===== config.mk =====
export PLATFORM = sky130hd
export DESIGN_NAME = spi_slave_trx
export DESIGN_NICKNAME = d
export VERILOG_FILES = /design/src/hw/spi_cfg_pkg.sv /design/src/hw/spi_stat_pkg.sv /design/src/hw/spi_pin_sync.sv /design/src/hw/spi_rx_path.sv /design/src/hw/spi_tx_path.sv /design/src/hw/spi_char_ctrl.sv /design/src/hw/spi_slave_trx.sv
export SDC_FILE = /design/constraint.sdc
export NUM_CORES = 1
export LEC_CHECK = 0
export ABC_CLOCK_PERIOD_IN_PS = 4900
export BUFFER_PORTS_ARGS = -buffer_cell sky130_fd_sc_hd__clkbuf_2
export CORE_ASPECT_RATIO = 0.5
export CORE_UTILIZATION = 50
export DETAILED_ROUTE_END_ITERATION = 8
export GPL_TIMING_DRIVEN = 1
export PLACE_DENSITY = 0.71
export SYNTH_ARGS = -nofsm -noshare
export SYNTH_HDL_FRONTEND = slang
export SYNTH_HIERARCHICAL = 1
export SYNTH_SLANG_ARGS = --single-unit

===== constraint.sdc =====
create_clock -name S_SYSCLK -period 4.9 [get_ports S_SYSCLK]
set_input_delay 0 -clock S_SYSCLK [delete_from_list [all_inputs] [get_ports S_SYSCLK]]
set_output_delay 0 -clock S_SYSCLK [all_outputs]
set_load 0.1 [all_outputs]

===== src/hw/spi_cfg_pkg.sv =====
package spi_cfg_pkg;

    // {cpol, cpha}
    typedef enum logic [1:0] {
        MODE0 = 2'b00, // idle low, sample on rise
        MODE1 = 2'b01, // idle low, sample on fall
        MODE2 = 2'b10, // idle high, sample on fall
        MODE3 = 2'b11  // idle high, sample on rise
    } spi_mode_e;

    // rev = 1 selects msb first
    typedef enum logic {
        LSB_FIRST = 1'b0,
        MSB_FIRST = 1'b1
    } bit_order_e;

    // length field holds bits minus one
    localparam int CHAR_LEN_W = 4;

endpackage


===== src/hw/spi_stat_pkg.sv =====
package spi_stat_pkg;

    typedef enum logic [1:0] {
        IDLE   = 2'd0, // cs inactive
        ACTIVE = 2'd1, // character in flight
        DONE   = 2'd2  // one-cycle character end
    } ctrl_state_e;

    localparam int CNT_W = 8; // character counter width

endpackage


===== src/hw/spi_pin_sync.sv =====
`timescale 1ns/100ps

module spi_pin_sync
    import spi_cfg_pkg::*;
(
    input  logic S_SYSCLK,
    input  logic S_RESETN,
    input  logic enable,
    input  logic cpol,
    input  logic cpha,
    input  logic cspol,
    input  logic spi_cs,
    input  logic spi_sck,
    input  logic spi_mosi,
    output logic slave_active,
    output logic frame_start,
    output logic sample_pulse,
    output logic launch_pulse,
    output logic mosi_s
);

    logic [1:0] cs_sync;
    logic [1:0] sck_sync;
    logic [1:0] mosi_sync;
    logic       sck_dly;
    logic       active_dly;
    logic       cs_hit;
    logic       sck_rise;
    logic       sck_fall;
    spi_mode_e  mode;

    always_ff @(posedge S_SYSCLK) begin
        if (!S_RESETN) begin
            cs_sync    <= {2{cspol}}; // park on the inactive level
            sck_sync   <= {2{cpol}};
            mosi_sync  <= 2'b00;
            sck_dly    <= cpol;
            active_dly <= 1'b0;
        end else begin
            cs_sync    <= {cs_sync[0], spi_cs};
            sck_sync   <= {sck_sync[0], spi_sck};
            mosi_sync  <= {mosi_sync[0], spi_mosi};
            sck_dly    <= sck_sync[1];
            active_dly <= slave_active;
        end
    end

    assign cs_hit       = cspol ? ~cs_sync[1] : cs_sync[1]; // cspol set means cs active low
    assign slave_active = enable & cs_hit;
    assign frame_start  = slave_active & ~active_dly;
    assign sck_rise     = slave_active & sck_sync[1] & ~sck_dly;
    assign sck_fall     = slave_active & ~sck_sync[1] & sck_dly;
    assign mosi_s       = mosi_sync[1];
    assign mode         = spi_mode_e'({cpol, cpha});

    // cpha 0 launches the first bit on cs, the rest on the trailing edge
    always_comb begin
        case (mode)
            MODE0: begin
                sample_pulse = sck_rise;
                launch_pulse = sck_fall | frame_start;
            end
            MODE1: begin
                sample_pulse = sck_fall;
                launch_pulse = sck_rise;
            end
            MODE2: begin
                sample_pulse = sck_fall;
                launch_pulse = sck_rise | frame_start;
            end
            MODE3: begin
                sample_pulse = sck_rise;
                launch_pulse = sck_fall;
            end
            default: begin
                sample_pulse = 1'b0;
                launch_pulse = 1'b0;
            end
        endcase
    end

    a_no_overlap: assert property (@(posedge S_SYSCLK) disable iff (!S_RESETN)
        !(sample_pulse && launch_pulse));

endmodule


===== src/hw/spi_rx_path.sv =====
`timescale 1ns/100ps

module spi_rx_path
    import spi_cfg_pkg::*;
#(
    parameter int CHAR_NBITS = 16
) (
    input  logic                  S_SYSCLK,
    input  logic                  S_RESETN,
    input  logic                  slave_active,
    input  logic                  sample_pulse,
    input  logic                  mosi_s,
    input  logic                  rev,
    input  logic [CHAR_LEN_W-1:0] char_len,
    output logic [CHAR_NBITS-1:0] rx_char,
    output logic                  rx_end
);

    logic [CHAR_LEN_W-1:0] bit_cnt;
    logic [CHAR_LEN_W-1:0] bit_pos;
    logic [CHAR_NBITS-1:0] rx_shift;
    logic [CHAR_NBITS-1:0] rx_next;
    bit_order_e            order;

    assign order   = bit_order_e'(rev);
    assign bit_pos = (order == MSB_FIRST) ? char_len - bit_cnt : bit_cnt;
    assign rx_end  = sample_pulse && (bit_cnt == char_len);

    // current bit merged in, so the last sample is part of rx_char at rx_end
    always_comb begin
        rx_next = (bit_cnt == '0) ? '0 : rx_shift; // first bit clears old upper bits
        if (int'(bit_pos) < CHAR_NBITS) begin
            rx_next[bit_pos] = mosi_s;
        end
    end

    assign rx_char = rx_next;

    always_ff @(posedge S_SYSCLK) begin
        if (!S_RESETN) begin
            bit_cnt <= '0;
        end else if (!slave_active) begin
            bit_cnt <= '0; // restart on cs release
        end else if (sample_pulse) begin
            bit_cnt <= rx_end ? '0 : bit_cnt + 1'b1;
        end
    end

    always_ff @(posedge S_SYSCLK) begin
        if (sample_pulse) begin
            rx_shift <= rx_next;
        end
    end

endmodule


===== src/hw/spi_tx_path.sv =====
`timescale 1ns/100ps

module spi_tx_path
    import spi_cfg_pkg::*;
#(
    parameter int CHAR_NBITS = 16
) (
    input  logic                  S_SYSCLK,
    input  logic                  S_RESETN,
    input  logic                  slave_active,
    input  logic                  frame_start,
    input  logic                  launch_pulse,
    input  logic                  rev,
    input  logic [CHAR_LEN_W-1:0] char_len,
    input  logic [CHAR_NBITS-1:0] wchar,
    input  logic                  wchar_load,
    output logic                  spi_miso,
    output logic                  miso_en,
    output logic                  tx_take
);

    logic [CHAR_NBITS-1:0] wchar_hold;
    logic [CHAR_NBITS-1:0] tx_shift;
    logic [CHAR_NBITS-1:0] tx_src;
    logic [CHAR_LEN_W-1:0] tx_cnt;
    logic [CHAR_LEN_W-1:0] bit_pos;
    logic                  tx_bit;
    logic                  miso_q;
    bit_order_e            order;

    assign order   = bit_order_e'(rev);
    assign bit_pos = (order == MSB_FIRST) ? char_len - tx_cnt : tx_cnt;
    assign tx_take = launch_pulse && (tx_cnt == '0);
    assign tx_src  = tx_take ? wchar_hold : tx_shift; // first bit straight from holding reg
    assign tx_bit  = (int'(bit_pos) < CHAR_NBITS) ? tx_src[bit_pos] : 1'b0;

    always_ff @(posedge S_SYSCLK) begin
        if (wchar_load) begin
            wchar_hold <= wchar;
        end
        if (tx_take) begin
            tx_shift <= wchar_hold; // character being sent
        end
    end

    always_ff @(posedge S_SYSCLK) begin
        if (!S_RESETN) begin
            tx_cnt <= '0;
            miso_q <= 1'b0;
        end else begin
            if (!slave_active) begin
                tx_cnt <= '0;
            end else if (launch_pulse) begin
                tx_cnt <= (tx_cnt == char_len) ? '0 : tx_cnt + 1'b1;
            end
            if (launch_pulse) begin
                miso_q <= tx_bit;
            end else if (frame_start) begin
                miso_q <= 1'b0; // no stale bit from the last frame
            end
        end
    end

    assign miso_en  = slave_active;
    assign spi_miso = slave_active & miso_q;

    // char_len must stay put while a frame runs
    a_cnt_in_len: assert property (@(posedge S_SYSCLK) disable iff (!S_RESETN)
        slave_active |-> (tx_cnt <= char_len));

endmodule


===== src/hw/spi_char_ctrl.sv =====
`timescale 1ns/100ps

module spi_char_ctrl
    import spi_stat_pkg::*;
#(
    parameter int CHAR_NBITS = 16
) (
    input  logic                  S_SYSCLK,
    input  logic                  S_RESETN,
    input  logic                  slave_active,
    input  logic                  rx_end,
    input  logic [CHAR_NBITS-1:0] rx_char,
    input  logic                  tx_take,
    input  logic                  wchar_load,
    output logic                  char_done,
    output logic [CHAR_NBITS-1:0] rchar,
    output logic [CNT_W-1:0]      char_cnt,
    output logic                  underrun
);

    ctrl_state_e state;
    ctrl_state_e state_nxt;
    logic        char_end;
    logic        fresh;
    logic        first_take;

    assign char_end  = (state == ACTIVE) && slave_active && rx_end;
    assign char_done = (state == DONE);

    always_comb begin
        state_nxt = state;
        case (state)
            IDLE: begin
                if (slave_active) begin
                    state_nxt = ACTIVE;
                end
            end
            ACTIVE: begin
                if (!slave_active) begin
                    state_nxt = IDLE;
                end else if (rx_end) begin
                    state_nxt = DONE;
                end
            end
            DONE: begin
                state_nxt = slave_active ? ACTIVE : IDLE;
            end
            default: begin
                state_nxt = IDLE;
            end
        endcase
    end

    always_ff @(posedge S_SYSCLK) begin
        if (!S_RESETN) begin
            state      <= IDLE;
            rchar      <= '0;
            char_cnt   <= '0;
            fresh      <= 1'b0;
            first_take <= 1'b1;
            underrun   <= 1'b0;
        end else begin
            state <= state_nxt;
            if (char_end) begin
                rchar    <= rx_char;
                char_cnt <= char_cnt + 1'b1; // free-running, wraps
            end
            if (wchar_load) begin
                fresh <= 1'b1; // a load alongside a take belongs to the next char
            end else if (tx_take) begin
                fresh <= 1'b0;
            end
            if (!slave_active) begin
                first_take <= 1'b1;
                underrun   <= 1'b0;
            end else if (tx_take) begin
                first_take <= 1'b0;
                if (!fresh && !first_take) begin
                    underrun <= 1'b1; // previous wchar goes out again
                end
            end
        end
    end

    // an end outside ACTIVE would be dropped
    a_end_in_active: assert property (@(posedge S_SYSCLK) disable iff (!S_RESETN)
        rx_end |-> (state == ACTIVE));

endmodule


===== src/hw/spi_slave_trx.sv =====
`timescale 1ns/100ps

module spi_slave_trx
    import spi_cfg_pkg::*;
    import spi_stat_pkg::*;
#(
    parameter int CHAR_NBITS = 16
) (
    input  logic                  S_SYSCLK,
    input  logic                  S_RESETN,
    input  logic                  enable,
    input  logic                  cpol,
    input  logic                  cpha,
    input  logic                  cspol,
    input  logic                  rev,
    input  logic [CHAR_LEN_W-1:0] char_len,
    input  logic [CHAR_NBITS-1:0] wchar,
    input  logic                  wchar_load,
    input  logic                  spi_cs,
    input  logic                  spi_sck,
    input  logic                  spi_mosi,
    output logic                  spi_miso,
    output logic                  miso_en,
    output logic                  char_done,
    output logic [CHAR_NBITS-1:0] rchar,
    output logic [CNT_W-1:0]      char_cnt,
    output logic                  underrun
);

    logic                  slave_active;
    logic                  frame_start;
    logic                  sample_pulse;
    logic                  launch_pulse;
    logic                  mosi_s;
    logic [CHAR_NBITS-1:0] rx_char;
    logic                  rx_end;
    logic                  tx_take;

    spi_pin_sync i_pin_sync (
        .S_SYSCLK     (S_SYSCLK),
        .S_RESETN     (S_RESETN),
        .enable       (enable),
        .cpol         (cpol),
        .cpha         (cpha),
        .cspol        (cspol),
        .spi_cs       (spi_cs),
        .spi_sck      (spi_sck),
        .spi_mosi     (spi_mosi),
        .slave_active (slave_active),
        .frame_start  (frame_start),
        .sample_pulse (sample_pulse),
        .launch_pulse (launch_pulse),
        .mosi_s       (mosi_s)
    );

    spi_rx_path #(
        .CHAR_NBITS (CHAR_NBITS)
    ) i_rx_path (
        .S_SYSCLK     (S_SYSCLK),
        .S_RESETN     (S_RESETN),
        .slave_active (slave_active),
        .sample_pulse (sample_pulse),
        .mosi_s       (mosi_s),
        .rev          (rev),
        .char_len     (char_len),
        .rx_char      (rx_char),
        .rx_end       (rx_end)
    );

    spi_tx_path #(
        .CHAR_NBITS (CHAR_NBITS)
    ) i_tx_path (
        .S_SYSCLK     (S_SYSCLK),
        .S_RESETN     (S_RESETN),
        .slave_active (slave_active),
        .frame_start  (frame_start),
        .launch_pulse (launch_pulse),
        .rev          (rev),
        .char_len     (char_len),
        .wchar        (wchar),
        .wchar_load   (wchar_load),
        .spi_miso     (spi_miso),
        .miso_en      (miso_en),
        .tx_take      (tx_take)
    );

    spi_char_ctrl #(
        .CHAR_NBITS (CHAR_NBITS)
    ) i_char_ctrl (
        .S_SYSCLK     (S_SYSCLK),
        .S_RESETN     (S_RESETN),
        .slave_active (slave_active),
        .rx_end       (rx_end),
        .rx_char      (rx_char),
        .tx_take      (tx_take),
        .wchar_load   (wchar_load),
        .char_done    (char_done),
        .rchar        (rchar),
        .char_cnt     (char_cnt),
        .underrun     (underrun)
    );

endmodule


# Word-level counts from Yosys, hierarchy flattened
# Index checks and enable logic that the tools add are counted.
dict set report word_totals {
  rom_bits 0
  word_cells 92
  latch_bits 0
  n_memories 0
  ramBits 0
  reg_bits 94
}
dict set report op_classes {
  n_div 0
  order_cmp 3
  muxes 26
  reduce_logical 19
  multipliers 0
  bitwise_logic 13
  add_sub_neg 5
  eq_ne 9
  n_shift 0
}
# operator count
set ops {}
lappend ops {{16-bit 2-to-1 mux} 2}
lappend ops {{16-bit bitwise mux} 1}
lappend ops {{4-bit 2-to-1 mux} 4}
lappend ops {{4-bit by 5-bit less-than comparator with 1-bit output (second input constant)} 2}
lappend ops {{2-bit 2-to-1 mux} 5}
lappend ops {{1-bit 2-to-1 mux} 9}
lappend ops {{4-bit by 1-bit adder with 4-bit output (second input constant)} 2}
lappend ops {{8-bit by 1-bit adder with 8-bit output (second input constant)} 1}
lappend ops {{4-bit equality test} 2}
lappend ops {{4-bit zero test} 2}
lappend ops {{4-bit subtractor} 2}
lappend ops {{1-bit AND} 7}
lappend ops {{2-bit equality test (second input constant)} 3}
lappend ops {{1-bit logical AND} 6}
lappend ops {{2-bit one-hot mux with 3 select lines} 1}
lappend ops {{2-bit AND reduction} 3}
lappend ops {{1-bit binary-select mux with 4-bit select} 1}
lappend ops {{1-bit demux with 4-bit select} 1}
lappend ops {{2-bit by 1-bit equality test with 1-bit output (second input constant)} 2}
lappend ops {{4-bit by 1-bit greater-or-equal comparator with 1-bit output (second input constant)} 1}
lappend ops {{2-bit zero test} 2}
lappend ops {{1-bit inverter} 4}
lappend ops {{1-bit one-hot mux with 4 select lines} 1}
lappend ops {{2-bit nonzero test} 2}
lappend ops {{6 further kinds} 9}

# Logic depth before layout (Yosys ltp)
# Gate-level depths: netlist of the first run.
dict set report logic_depth {
  word_depth 12
  mapped_depth 12
  mapped_depth_nobuf 11
}

# Modules after synthesis
# Netlist of the first run, hierarchy kept.
# mod n_inst seq_area_each_um2 cells_per_inst area_each_um2
set modules_own_cells {}
lappend modules_own_cells {spi_tx_path 1 900.9 120 1702.9}
lappend modules_own_cells {spi_rx_path 1 560.5 139 1363.8}
lappend modules_own_cells {spi_char_ctrl 1 580.6 129 1093.5}
lappend modules_own_cells {spi_pin_sync 1 160.2 44 372.9}

# Worst setup path after synthesis of the first run
# Ideal clock, no wire load.
dict set report synth_timing {
  path_type {register -> register}
  startpoint {register i_pin_sync.cs_sync[1]}
  endpoint {register i_char_ctrl.char_cnt[5]}
  path_stages_with_launch 9
  arrival_ns 2.875
  required_ns 4.830
  path_slack_ns 1.955
  n_path_buf 0
  setup_time_ns 0.070
  path_cell_list {dfxtp_1 xor2_1 nand2_1 nor2_1 nand4_1 nor2_1 nand4b_4 or4_1 a21oi_1}
}
dict set report synth_via {
  elab_chain_cells 8
}
# item line_no
set synth_lines {}
lappend synth_lines {{from (decl)} spi_pin_sync.sv:22} ;# logic [1:0] cs_sync;
lappend synth_lines {{from (signal assigned)} spi_pin_sync.sv:34} ;# cs_sync <= {2{cspol}};
lappend synth_lines {{from (signal assigned)} spi_pin_sync.sv:40} ;# cs_sync <= {cs_sync[0], spi_cs};
lappend synth_lines {{1-bit inverter} spi_pin_sync.sv:48} ;# assign cs_hit = cspol ? ~cs_sync[1] : cs_sync[1];
lappend synth_lines {{1-bit 2-to-1 mux (*)} spi_pin_sync.sv:48}
lappend synth_lines {{1-bit AND (*)} spi_pin_sync.sv:49} ;# assign slave_active = enable & cs_hit;
lappend synth_lines {{1-bit AND, on equally long branches (2 in a row)} {spi_pin_sync.sv:51, spi_pin_sync.sv:52}}
lappend synth_lines {{1-bit one-hot mux with 2 select lines (*)} spi_pin_sync.sv:58} ;# case (mode)
lappend synth_lines {{named net sample_pulse} spi_slave_trx.sv:32} ;# logic sample_pulse;
lappend synth_lines {{1-bit logical AND (*)} spi_rx_path.sv:27} ;# assign rx_end = sample_pulse && (bit_cnt == char_len);
lappend synth_lines {{named net rx_end} spi_slave_trx.sv:36} ;# logic rx_end;
lappend synth_lines {{1-bit logical AND (*)} spi_char_ctrl.sv:27} ;# assign char_end = (state == ACTIVE) && slave_active && rx_end;
lappend synth_lines {{to (signal assigned)} spi_char_ctrl.sv:66} ;# char_cnt <= char_cnt + 1'b1;
lappend synth_lines {{to (decl)} spi_char_ctrl.sv:17} ;# output logic [CNT_W-1:0] char_cnt,
# Mark *: on every way through the listed nets, which the timed path passes. The rest lies on a longest branch.
# A chain may end at the register's enable or synchronous reset.

# Worst setup path in the final report of the first run
dict set report layout_timing {
  startpoint {register i_tx_path.tx_cnt[0]}
  endpoint {register i_tx_path.miso_q}
}
dict set report layout_via {
  elab_chain_cells 6
}
# item line_no
set layout_lines {}
lappend layout_lines {{from (decl)} spi_tx_path.sv:25} ;# logic [CHAR_LEN_W-1:0] tx_cnt;
lappend layout_lines {{from (signal assigned)} spi_tx_path.sv:54} ;# tx_cnt <= (tx_cnt == char_len) ? '0 : tx_cnt + 1'b1;
lappend layout_lines {{parallel branches: the longest is 3 deep, another holds 4-bit subtractor} -}
lappend layout_lines {{1-bit binary-select mux with 4-bit select (*)} spi_tx_path.sv:35} ;# assign tx_bit = (int'(bit_pos) < CHAR_NBITS) ? tx_src[bit_pos] : 1'b0;
lappend layout_lines {{1-bit 2-to-1 mux (implied by the code) (*)} spi_tx_path.sv:35}
lappend layout_lines {{1-bit 2-to-1 mux (*)} spi_tx_path.sv:56} ;# if (launch_pulse) begin
lappend layout_lines {{to (signal assigned)} spi_tx_path.sv:57} ;# miso_q <= tx_bit;
lappend layout_lines {{to (decl)} spi_tx_path.sv:28} ;# logic miso_q;
# Every way passes the cells marked *. The select of a mux whose other input is x is not followed.

==> metrics, run 1 <==
status finished, final reports clean; clock buffers created by TritonCTS 9; setup violators final 0; WL/cell 13.91 um; setup bufs post-CTS 0; Worst EP required 5.14 ns; Clk pwr share 36.6%; Area growth, synth to finish 19.27%; clock sink count 94; main flop type after synthesis dfxtp_1; fraction of registers with async set or reset after synthesis 0%; Pins Over Slew Limit 0; antenna violations before repair 0; Post-DRT Antenna Nets 0; Arr. time, crit path 3.47 ns; Initial Utilization 51.88%; final hold vios 0; Die ar. 9474 sq um; DP HPWL 5838 um; peak supply drop between 0.00015 and 0.0002 V; unique cell type count in the Yosys netlist 56; top cells by area, synth dfxtp_1, edfxtp_1, nand2_1, mux2i_1, mux2_2; leakage power 2.161 nW; critical path's largest stage delay 0.68 ns; synth warn 6; TritonCTS clock tree done; number of synthesized flops with an enable pin 32; crit-path max FO 8; RSZ-0062 raised after global routing no; CP max stage cell mux2i_1; via count of the first global-routing pass 3151; Setup WS post-layout 1.670 ns; pin count of the biggest net entering global routing 27; Post-Syn Area 4533 sq um; root buf cell clkbuf_16; Clock Pin Slew Worst Setup and Hold Paths 0.07 ns; Comb power frac 12.7%; Setup TNS Final 0 ns; DRT iter0 DRCs 198; Rows 24; Net Sw Power 0.4474 mW; Sequential Power Share 50.7%; minimum clock period 3.230 ns; gr ovfl total 0; Placer Congestion 0.8732; Seq/Total Area, Yosys 48.58%; CP most frequent cell mux2i_1; Mapped Nets 479; # diodes 0; post-place setup slack 1.650 ns; max-cap check violation count 0; Int Power 1.354 mW; post-cts resize count 0; Synth Instances 432; Tot GR Track Use 20.12%; Hold-fix buffers, CTS 24; area share of the leading cell type in the synthesized netlist 27.38%; worst hold path type input pin to flip-flop; vias per cell 5.224; routed vias 3291; filler instances 693; Tcrit/Tclk final around 66%; syn_area_per_cell 10.49 sq um; die width between 100 and 150 um; Clock Skew 0.007941 ns; Sw Share 24.84%; Die H around 69 um; first-pass GRT wire length between 10000 and 15000 um; worst-skew pair later-pin latency between 0.3 and 0.4 ns; Cell Pwr Density 333.2 nW/um^2; leading area contributor after synthesis dfxtp_1; maximum clock rate between 300 and 400 MHz; final hold slack 0.1205 ns; WP buf/inv 1; Core Box Area roughly 9000 sq um; critical path class flip-flop to flip-flop; drt first pass iters 4; crit path launch type flip-flop; Residual DRC 0; Synth Register Bits 94; overall routed net length 8762 um; CP Cell Sequence ha_1 > inv_1 > fa_1 > mux2i_1 > mux4_1 > mux2i_1 > mux2i_1 > or4_1 > o211a_1; count of buffers from port buffering 58; share of layout cells above drive strength 1 21.05%; CP endpoint kind flip-flop; # H-tree levels 3; fin nets 555; Max-slew headroom 42.51%; worst slew pin tran about 0.84 ns; cell family with most CP delay multiplexers; Longest Clk Path Bufs 2; cell count after placement 590; Final Non-Filler Cells 630; io pins 59
## layout by cell type (no fill, tap or decap), types with 6 or more instances in the layout
cell type	count
a21oi_1	28
clkbuf_16	9
clkbuf_2	58
dfxtp_1	62
dlygate4sd3_1	24
edfxtp_1	32
ha_1	14
inv_1	20
mux2_2	16
mux2i_1	25
nand2_1	78
nor2_1	25
nor3b_1	6
nor4_1	7
o21ai_0	8
xnor2_1	6
## registers in the layout (all words and copies together), names as in the netlist
name	flops
i_char_ctrl/char_cnt	8
i_char_ctrl/first_take	1
i_char_ctrl/fresh	1
i_char_ctrl/rchar	16
i_char_ctrl/state	2
i_char_ctrl/underrun	1
i_pin_sync/active_dly	1
i_pin_sync/cs_sync	2
i_pin_sync/mosi_sync	2
i_pin_sync/sck_dly	1
i_pin_sync/sck_sync	2
i_rx_path/bit_cnt	4
i_rx_path/rx_shift	16
i_tx_path/miso_q	1
i_tx_path/tx_cnt	4
i_tx_path/tx_shift	16
i_tx_path/wchar_hold	16
## kinds of logic (layout without fill, tap and decap cells)
kind of cell	after synthesis	after routing	share of synthesized area, %
multiplexers	49	49	13.72
buffers and inverters	38	119	3.671
flip-flops	94	94	48.58
XOR/XNOR	12	12	2.484
AO/OA/AOI/OAI	61	61	8.501
adder cells (fa/ha/maj)	16	16	4.748
AND/OR/NAND/NOR	162	162	18.30
## per-stage QoR
step / instance area, sq um / power [mW] / util, %
finish: 5406 / 1.802 / 61.87
detailed placement: 4886 / 1.144 / 55.91
CTS: 5406 / 1.815 / 61.87
global route: 5406 / 1.880 / 61.87
global placement: 4886 / 1.133 / 55.91
floorplan: 4533 / 1.088 / -
## tightest hold or removal path, stage by stage
cell	delay, ns
clkbuf_2	0.25
nand2_1	0.12
nand2_1	0.05
## power groups by stage
stage	logic, mW	registers [mW]	clock network (mW)
after global placement	0.206	0.927	0
final	0.228	0.914	0.660
after global routing	0.251	0.922	0.706
after floorplan	0.171	0.917	0
after detailed placement	0.213	0.931	0
after CTS	0.230	0.914	0.672
## layer usage
| layer | up-vias | routed length [um] | GRT usage, % |
|---|---|---|---|
| met5 | - | 0 | 0 |
| met4 | 0 | 92 | 4.938 |
| met3 | 9 | 282 | 5.044 |
| met2 | 54 | 4166 | 33.33 |
| met1 | 1535 | 4219 | 26.35 |
| li1 | 1693 | - | - |
## cells in the mapped netlist, drive strengths merged (2+ instances only)
master   n
xnor2    7
and3     3
edfxtp  32
nand4    5
nand3    5
nand3b   3
a21o     3
and2     3
fa       2
buf      8
or4      4
nor2    26
mux4     8
xor2     5
dfxtp   62
inv     20
nor2b    5
o21ai   13
nor4     9
ha      14
mux2i   25
mux2    16
nand2   78
nand2b   4
o22ai    2
o31ai    3
nor3b    6
a21oi   29
clkbuf  10
nor3     4
a31oi    3
## layout make-up
type                    count  area (sq um)  area share, %
well taps                 117         146.4          2.708
clock buffers               9         225.2          4.166
flip-flops and latches     94          2202          40.73
clock inverters             7         55.05          1.018
inverters                  20         75.07          1.389
repair buffers             83         538.0          9.951
multi-input cells         300          2165          40.04
## final timing paths
kind | from | to | slack (ns) | cells after the start
worst max register to register | i_tx_path/tx_cnt[0] | i_tx_path/miso_q | 1.67 | 9
worst max-delay path | i_tx_path/tx_cnt[0] | i_tx_path/miso_q | 1.67 | 9
worst min-delay path | S_RESETN | i_pin_sync/cs_sync[1] | 0.12 | 3
worst min register to register | i_pin_sync/mosi_sync[0] | i_pin_sync/mosi_sync[1] | 0.44 | 1
Power figures use the tool's default switching activity.
==> run 2, diff against run 1 <==
--- a/config.mk
+++ b/config.mk
@@ -5,13 +5,14 @@
 export SDC_FILE = /design/constraint.sdc
 export NUM_CORES = 1
 export LEC_CHECK = 0
-export ABC_CLOCK_PERIOD_IN_PS = 4900
+export ABC_AREA = 1
+export ABC_CLOCK_PERIOD_IN_PS = 3150
 export BUFFER_PORTS_ARGS = -buffer_cell sky130_fd_sc_hd__clkbuf_2
 export CORE_ASPECT_RATIO = 0.5
 export CORE_UTILIZATION = 50
 export DETAILED_ROUTE_END_ITERATION = 8
 export GPL_TIMING_DRIVEN = 1
-export PLACE_DENSITY = 0.71
+export PLACE_DENSITY = 0.7
 export SYNTH_ARGS = -nofsm -noshare
 export SYNTH_HDL_FRONTEND = slang
 export SYNTH_HIERARCHICAL = 1
==> constraint.sdc (replaced) <==
create_clock -name S_SYSCLK -period 3.15 [get_ports S_SYSCLK]
set_input_delay 0 -clock S_SYSCLK [delete_from_list [all_inputs] [get_ports S_SYSCLK]]
set_output_delay 0 -clock S_SYSCLK [all_outputs]
set_load 0.1 [all_outputs]
==> run 2 against run 1 <==
Against the previous run:
- worst setup slack worse by 0.94 ns
- clock skew fell by 0.0030 ns
- routed wire length is 7.5% higher
- sequential share of layout area down 2.3 points
- clock power rose by 55%
- area after synthesis rose by 7.8%
- via count rose by 20%
- die area is 7.7% higher
- non-clock buffer count is the same
- largest power group unchanged
==> metrics, run 2 <==
footprint of the multi-input gates 2216 sq um (was 2165 sq um); Mapped Nets 639 (was 479); Initial Utilization 51.58% (was 51.88%); DP HPWL 6523 um (was 5838 um); overall routed net length 9423 um (was 8762 um); # diodes 0 (unchanged); Die H 71.92 um (was 69.33 um); commonest non-fill, non-tap cell in the layout nand2_1 (unchanged); peak supply drop 0.0003410 V (was 0.0001992 V); Arr. time, crit path 2.70 ns (was 3.47 ns); antenna violations before repair 0 (unchanged); Core Box Area 9478 sq um (was 8738 sq um); clock buffers created by TritonCTS 9 (unchanged); leakage power 2.682 nW (was 2.161 nW); synth warn 6 (unchanged); critical path's largest stage delay 0.53 ns (was 0.68 ns); maximum clock rate 414.0 MHz; leading area contributor after synthesis dfxtp_1 (unchanged); CP endpoint kind flip-flop (unchanged); setup bufs post-CTS 0 (unchanged); Setup WS post-layout 0.7347 ns (was 1.670 ns); crit-path max FO 17 (was 8); Clock Skew 0.004895 ns (was 0.007941 ns); setup slack of the most critical reg-to-reg path 0.75 ns (was 1.67 ns); worst slew pin tran 0.7249 ns (was 0.8384 ns); area share of the leading cell type in the synthesized netlist 25.39% (was 27.38%); Residual DRC 0 (unchanged); filler instances 850 (was 693); CP max stage cell dlygate4sd3_1 (was mux2i_1); most frequent cells in the layout nand2_1, inv_1, nor2_1, dfxtp_1, clkbuf_2 (was nand2_1, dfxtp_1, clkbuf_2, edfxtp_1, a21oi_1); Pins Over Slew Limit 0 (unchanged); gr ovfl total 0 (unchanged); Setup TNS Final 0 ns (unchanged); CP Cell Sequence dlygate4sd3_1 > clkbuf_2 > nand2_1 > nand2_2 > nor2_4 > nand3_1 > nand3_1 > nand2_1 > inv_4 > nand2_4 > nand2_1 > nand3_1 > nand3_1 > nand3_1 > nand3_2 > nand3_2 > a21oi_2 (was ha_1 > inv_1 > fa_1 > mux2i_1 > mux4_1 > mux2i_1 > mux2i_1 > or4_1 > o211a_1); final hold vios 0 (unchanged); RSZ-0062 raised after global routing no (unchanged); fin nets 714 (was 555); cell count after placement 768 (was 590); Tcrit/Tclk final 76.68%; Rows 25 (was 24); routed vias 3946 (was 3291); most frequent cells after synthesis nand2_1, inv_1, nor2_1 (was nand2_1, dfxtp_1, edfxtp_1); root buf cell clkbuf_16 (unchanged); WL/cell 11.68 um (was 13.91 um); number of synthesized flops with an enable pin 32 (unchanged); fraction of registers with async set or reset after synthesis 0% (unchanged); clock sink count 94 (unchanged); pin count of the biggest net entering global routing 40 (was 27); syn_area_per_cell 8.257 sq um (was 10.49 sq um); TritonCTS clock tree done (unchanged); io pins 59 (unchanged); Synth Register Bits 94 (unchanged); vias per cell 4.890 (was 5.224); status finished, final reports clean (unchanged); Reg area 2202 sq um (unchanged); DRT iter0 DRCs 239 (was 198); # H-tree levels 3 (unchanged); setup violators final 0 (unchanged); via count of the first global-routing pass 3582 (was 3151); worst hold path type input pin to flip-flop (unchanged); Longest Clk Path Bufs 2 (unchanged); Tot GR Track Use 20.18% (was 20.12%); Final Non-Filler Cells 807 (was 630); Worst EP required 3.43 ns (was 5.14 ns); Die ar. 10200 sq um (was 9474 sq um); Max-slew headroom 51.67% (was 42.51%); drt first pass iters 6 (was 4); minimum clock period approximately 2.4 ns; post-place setup slack 0.7400 ns (was 1.650 ns); Seq/Total Area, Yosys 45.05% (was 48.58%); Clock Pin Slew Worst Setup and Hold Paths 0.06 ns (was 0.07 ns); die width 141.8 um (was 136.7 um); unique cell type count in the Yosys netlist 43 (was 56); Post-Syn Area 4888 sq um (was 4533 sq um); max-cap check violation count 0 (unchanged); Area growth, synth to finish 17.20% (was 19.27%); Placer Congestion 0.8439 (was 0.8732); Post-DRT Antenna Nets 0 (unchanged); count of buffers from port buffering 58 (unchanged); Hold-fix buffers, CTS 23 (was 24); Cell Pwr Density 494.5 nW/um^2 (was 333.2 nW/um^2); critical path class input pin to flip-flop (was flip-flop to flip-flop); crit path launch type input pin (was flip-flop); worst-skew pair later-pin latency 0.34 ns (about the same); share of layout cells above drive strength 1 18.45% (was 21.05%); post-cts resize count 0 (unchanged); most frequent cell after synthesis nand2_1 (unchanged); WP buf/inv 3 (was 1); first-pass GRT wire length 16210 um (was 14900 um); cell family with most CP delay simple AND/OR/NAND/NOR gates (was multiplexers); Synth Instances 592 (was 432); main flop type after synthesis dfxtp_1 (unchanged); CP most frequent cell nand3_1 (was mux2i_1); top cells by area, synth dfxtp_1, edfxtp_1, nand2_1, inv_1, nor2_1 (was dfxtp_1, edfxtp_1, nand2_1, mux2i_1, mux2_2)
-- run 2: cells by family (layout without fill, tap and decap cells) --
family | count (synthesis) | in the layout | synth area share (%)
AOI/OAI and AO/OA | 51 | 51 | 6.578
and+or+nand+nor | 320 | 320 | 33.12
DFF | 94 | 94 | 45.05
buffers and inverters | 105 | 185 | 9.624
xor gates and xnor gates | 6 | 6 | 1.229
adders and majority gates | 16 | 16 | 4.402
-- run 2: worst paths after layout --
path                           start                      end  cells after the start
max                            cspol         i_tx_path/miso_q                     17
min                           enable   i_char_ctrl/first_take                      4
max reg2reg    i_pin_sync/cs_sync[1]         i_tx_path/miso_q                     15
min reg2reg  i_pin_sync/mosi_sync[0]  i_pin_sync/mosi_sync[1]                      2
-- run 2: per-stage QoR --
| stage | cell area, sq um | hold slack, ns | util [%] | total power [mW] |
|---|---|---|---|---|
| 2_1_floorplan | 4888 | 0.09345 | - | 1.732 |
| 3_3_place_gp | 5218 | 0.1766 | 55.05 | 1.801 |
| 3_5_place_dp | 5218 | 0.1786 | 55.05 | 1.809 |
| 4_1_cts | 5729 | 0.01196 | 60.45 | 2.865 |
| 5_1_grt | 5729 | 0.03545 | 60.45 | 2.967 |
| 6_report | 5729 | 0.02053 | 60.45 | 2.833 |
-- run 2: report_power, final --
group          switching, mW  internal (mW)  leakage (nW)
combinational          0.254          0.170          1.74
sequential            0.0281           1.36         0.815
clock                  0.439          0.586         0.132
-- run 2: final cells by class --
| type | count | share of cell area, % |
|---|---|---|
| multi-input combinational | 393 | 38.68 |
| sequential | 94 | 38.44 |
| timing repair buffer | 83 | 9.347 |
| inverter | 86 | 5.678 |
| clock buffer | 14 | 4.630 |
| tap | 135 | 2.948 |
| clock inverter | 2 | 0.2839 |
-- run 2: worst register-to-register path, stage by stage (launching register included) --
cell and delay [ns]:
dfxtp_1 0.31, nand2_1 0.07, nand2_2 0.06, nor2_4 0.31
nand3_1 0.12, nand3_1 0.27, nand2_1 0.15, inv_4 0.18
nand2_4 0.18, nand2_1 0.13, nand3_1 0.07, nand3_1 0.09
nand3_1 0.10, nand3_2 0.11, nand3_2 0.08, a21oi_2 0.11
-- run 2: layer usage --
metal	part of all wire [%]	vias to the layer above	track usage (%)
met3	3.7	8	5.149
met5	0	-	0
met1	48	1793	25.21
met2	47	56	35.08
met4	0.99	0	5.735
li1	-	2089	-
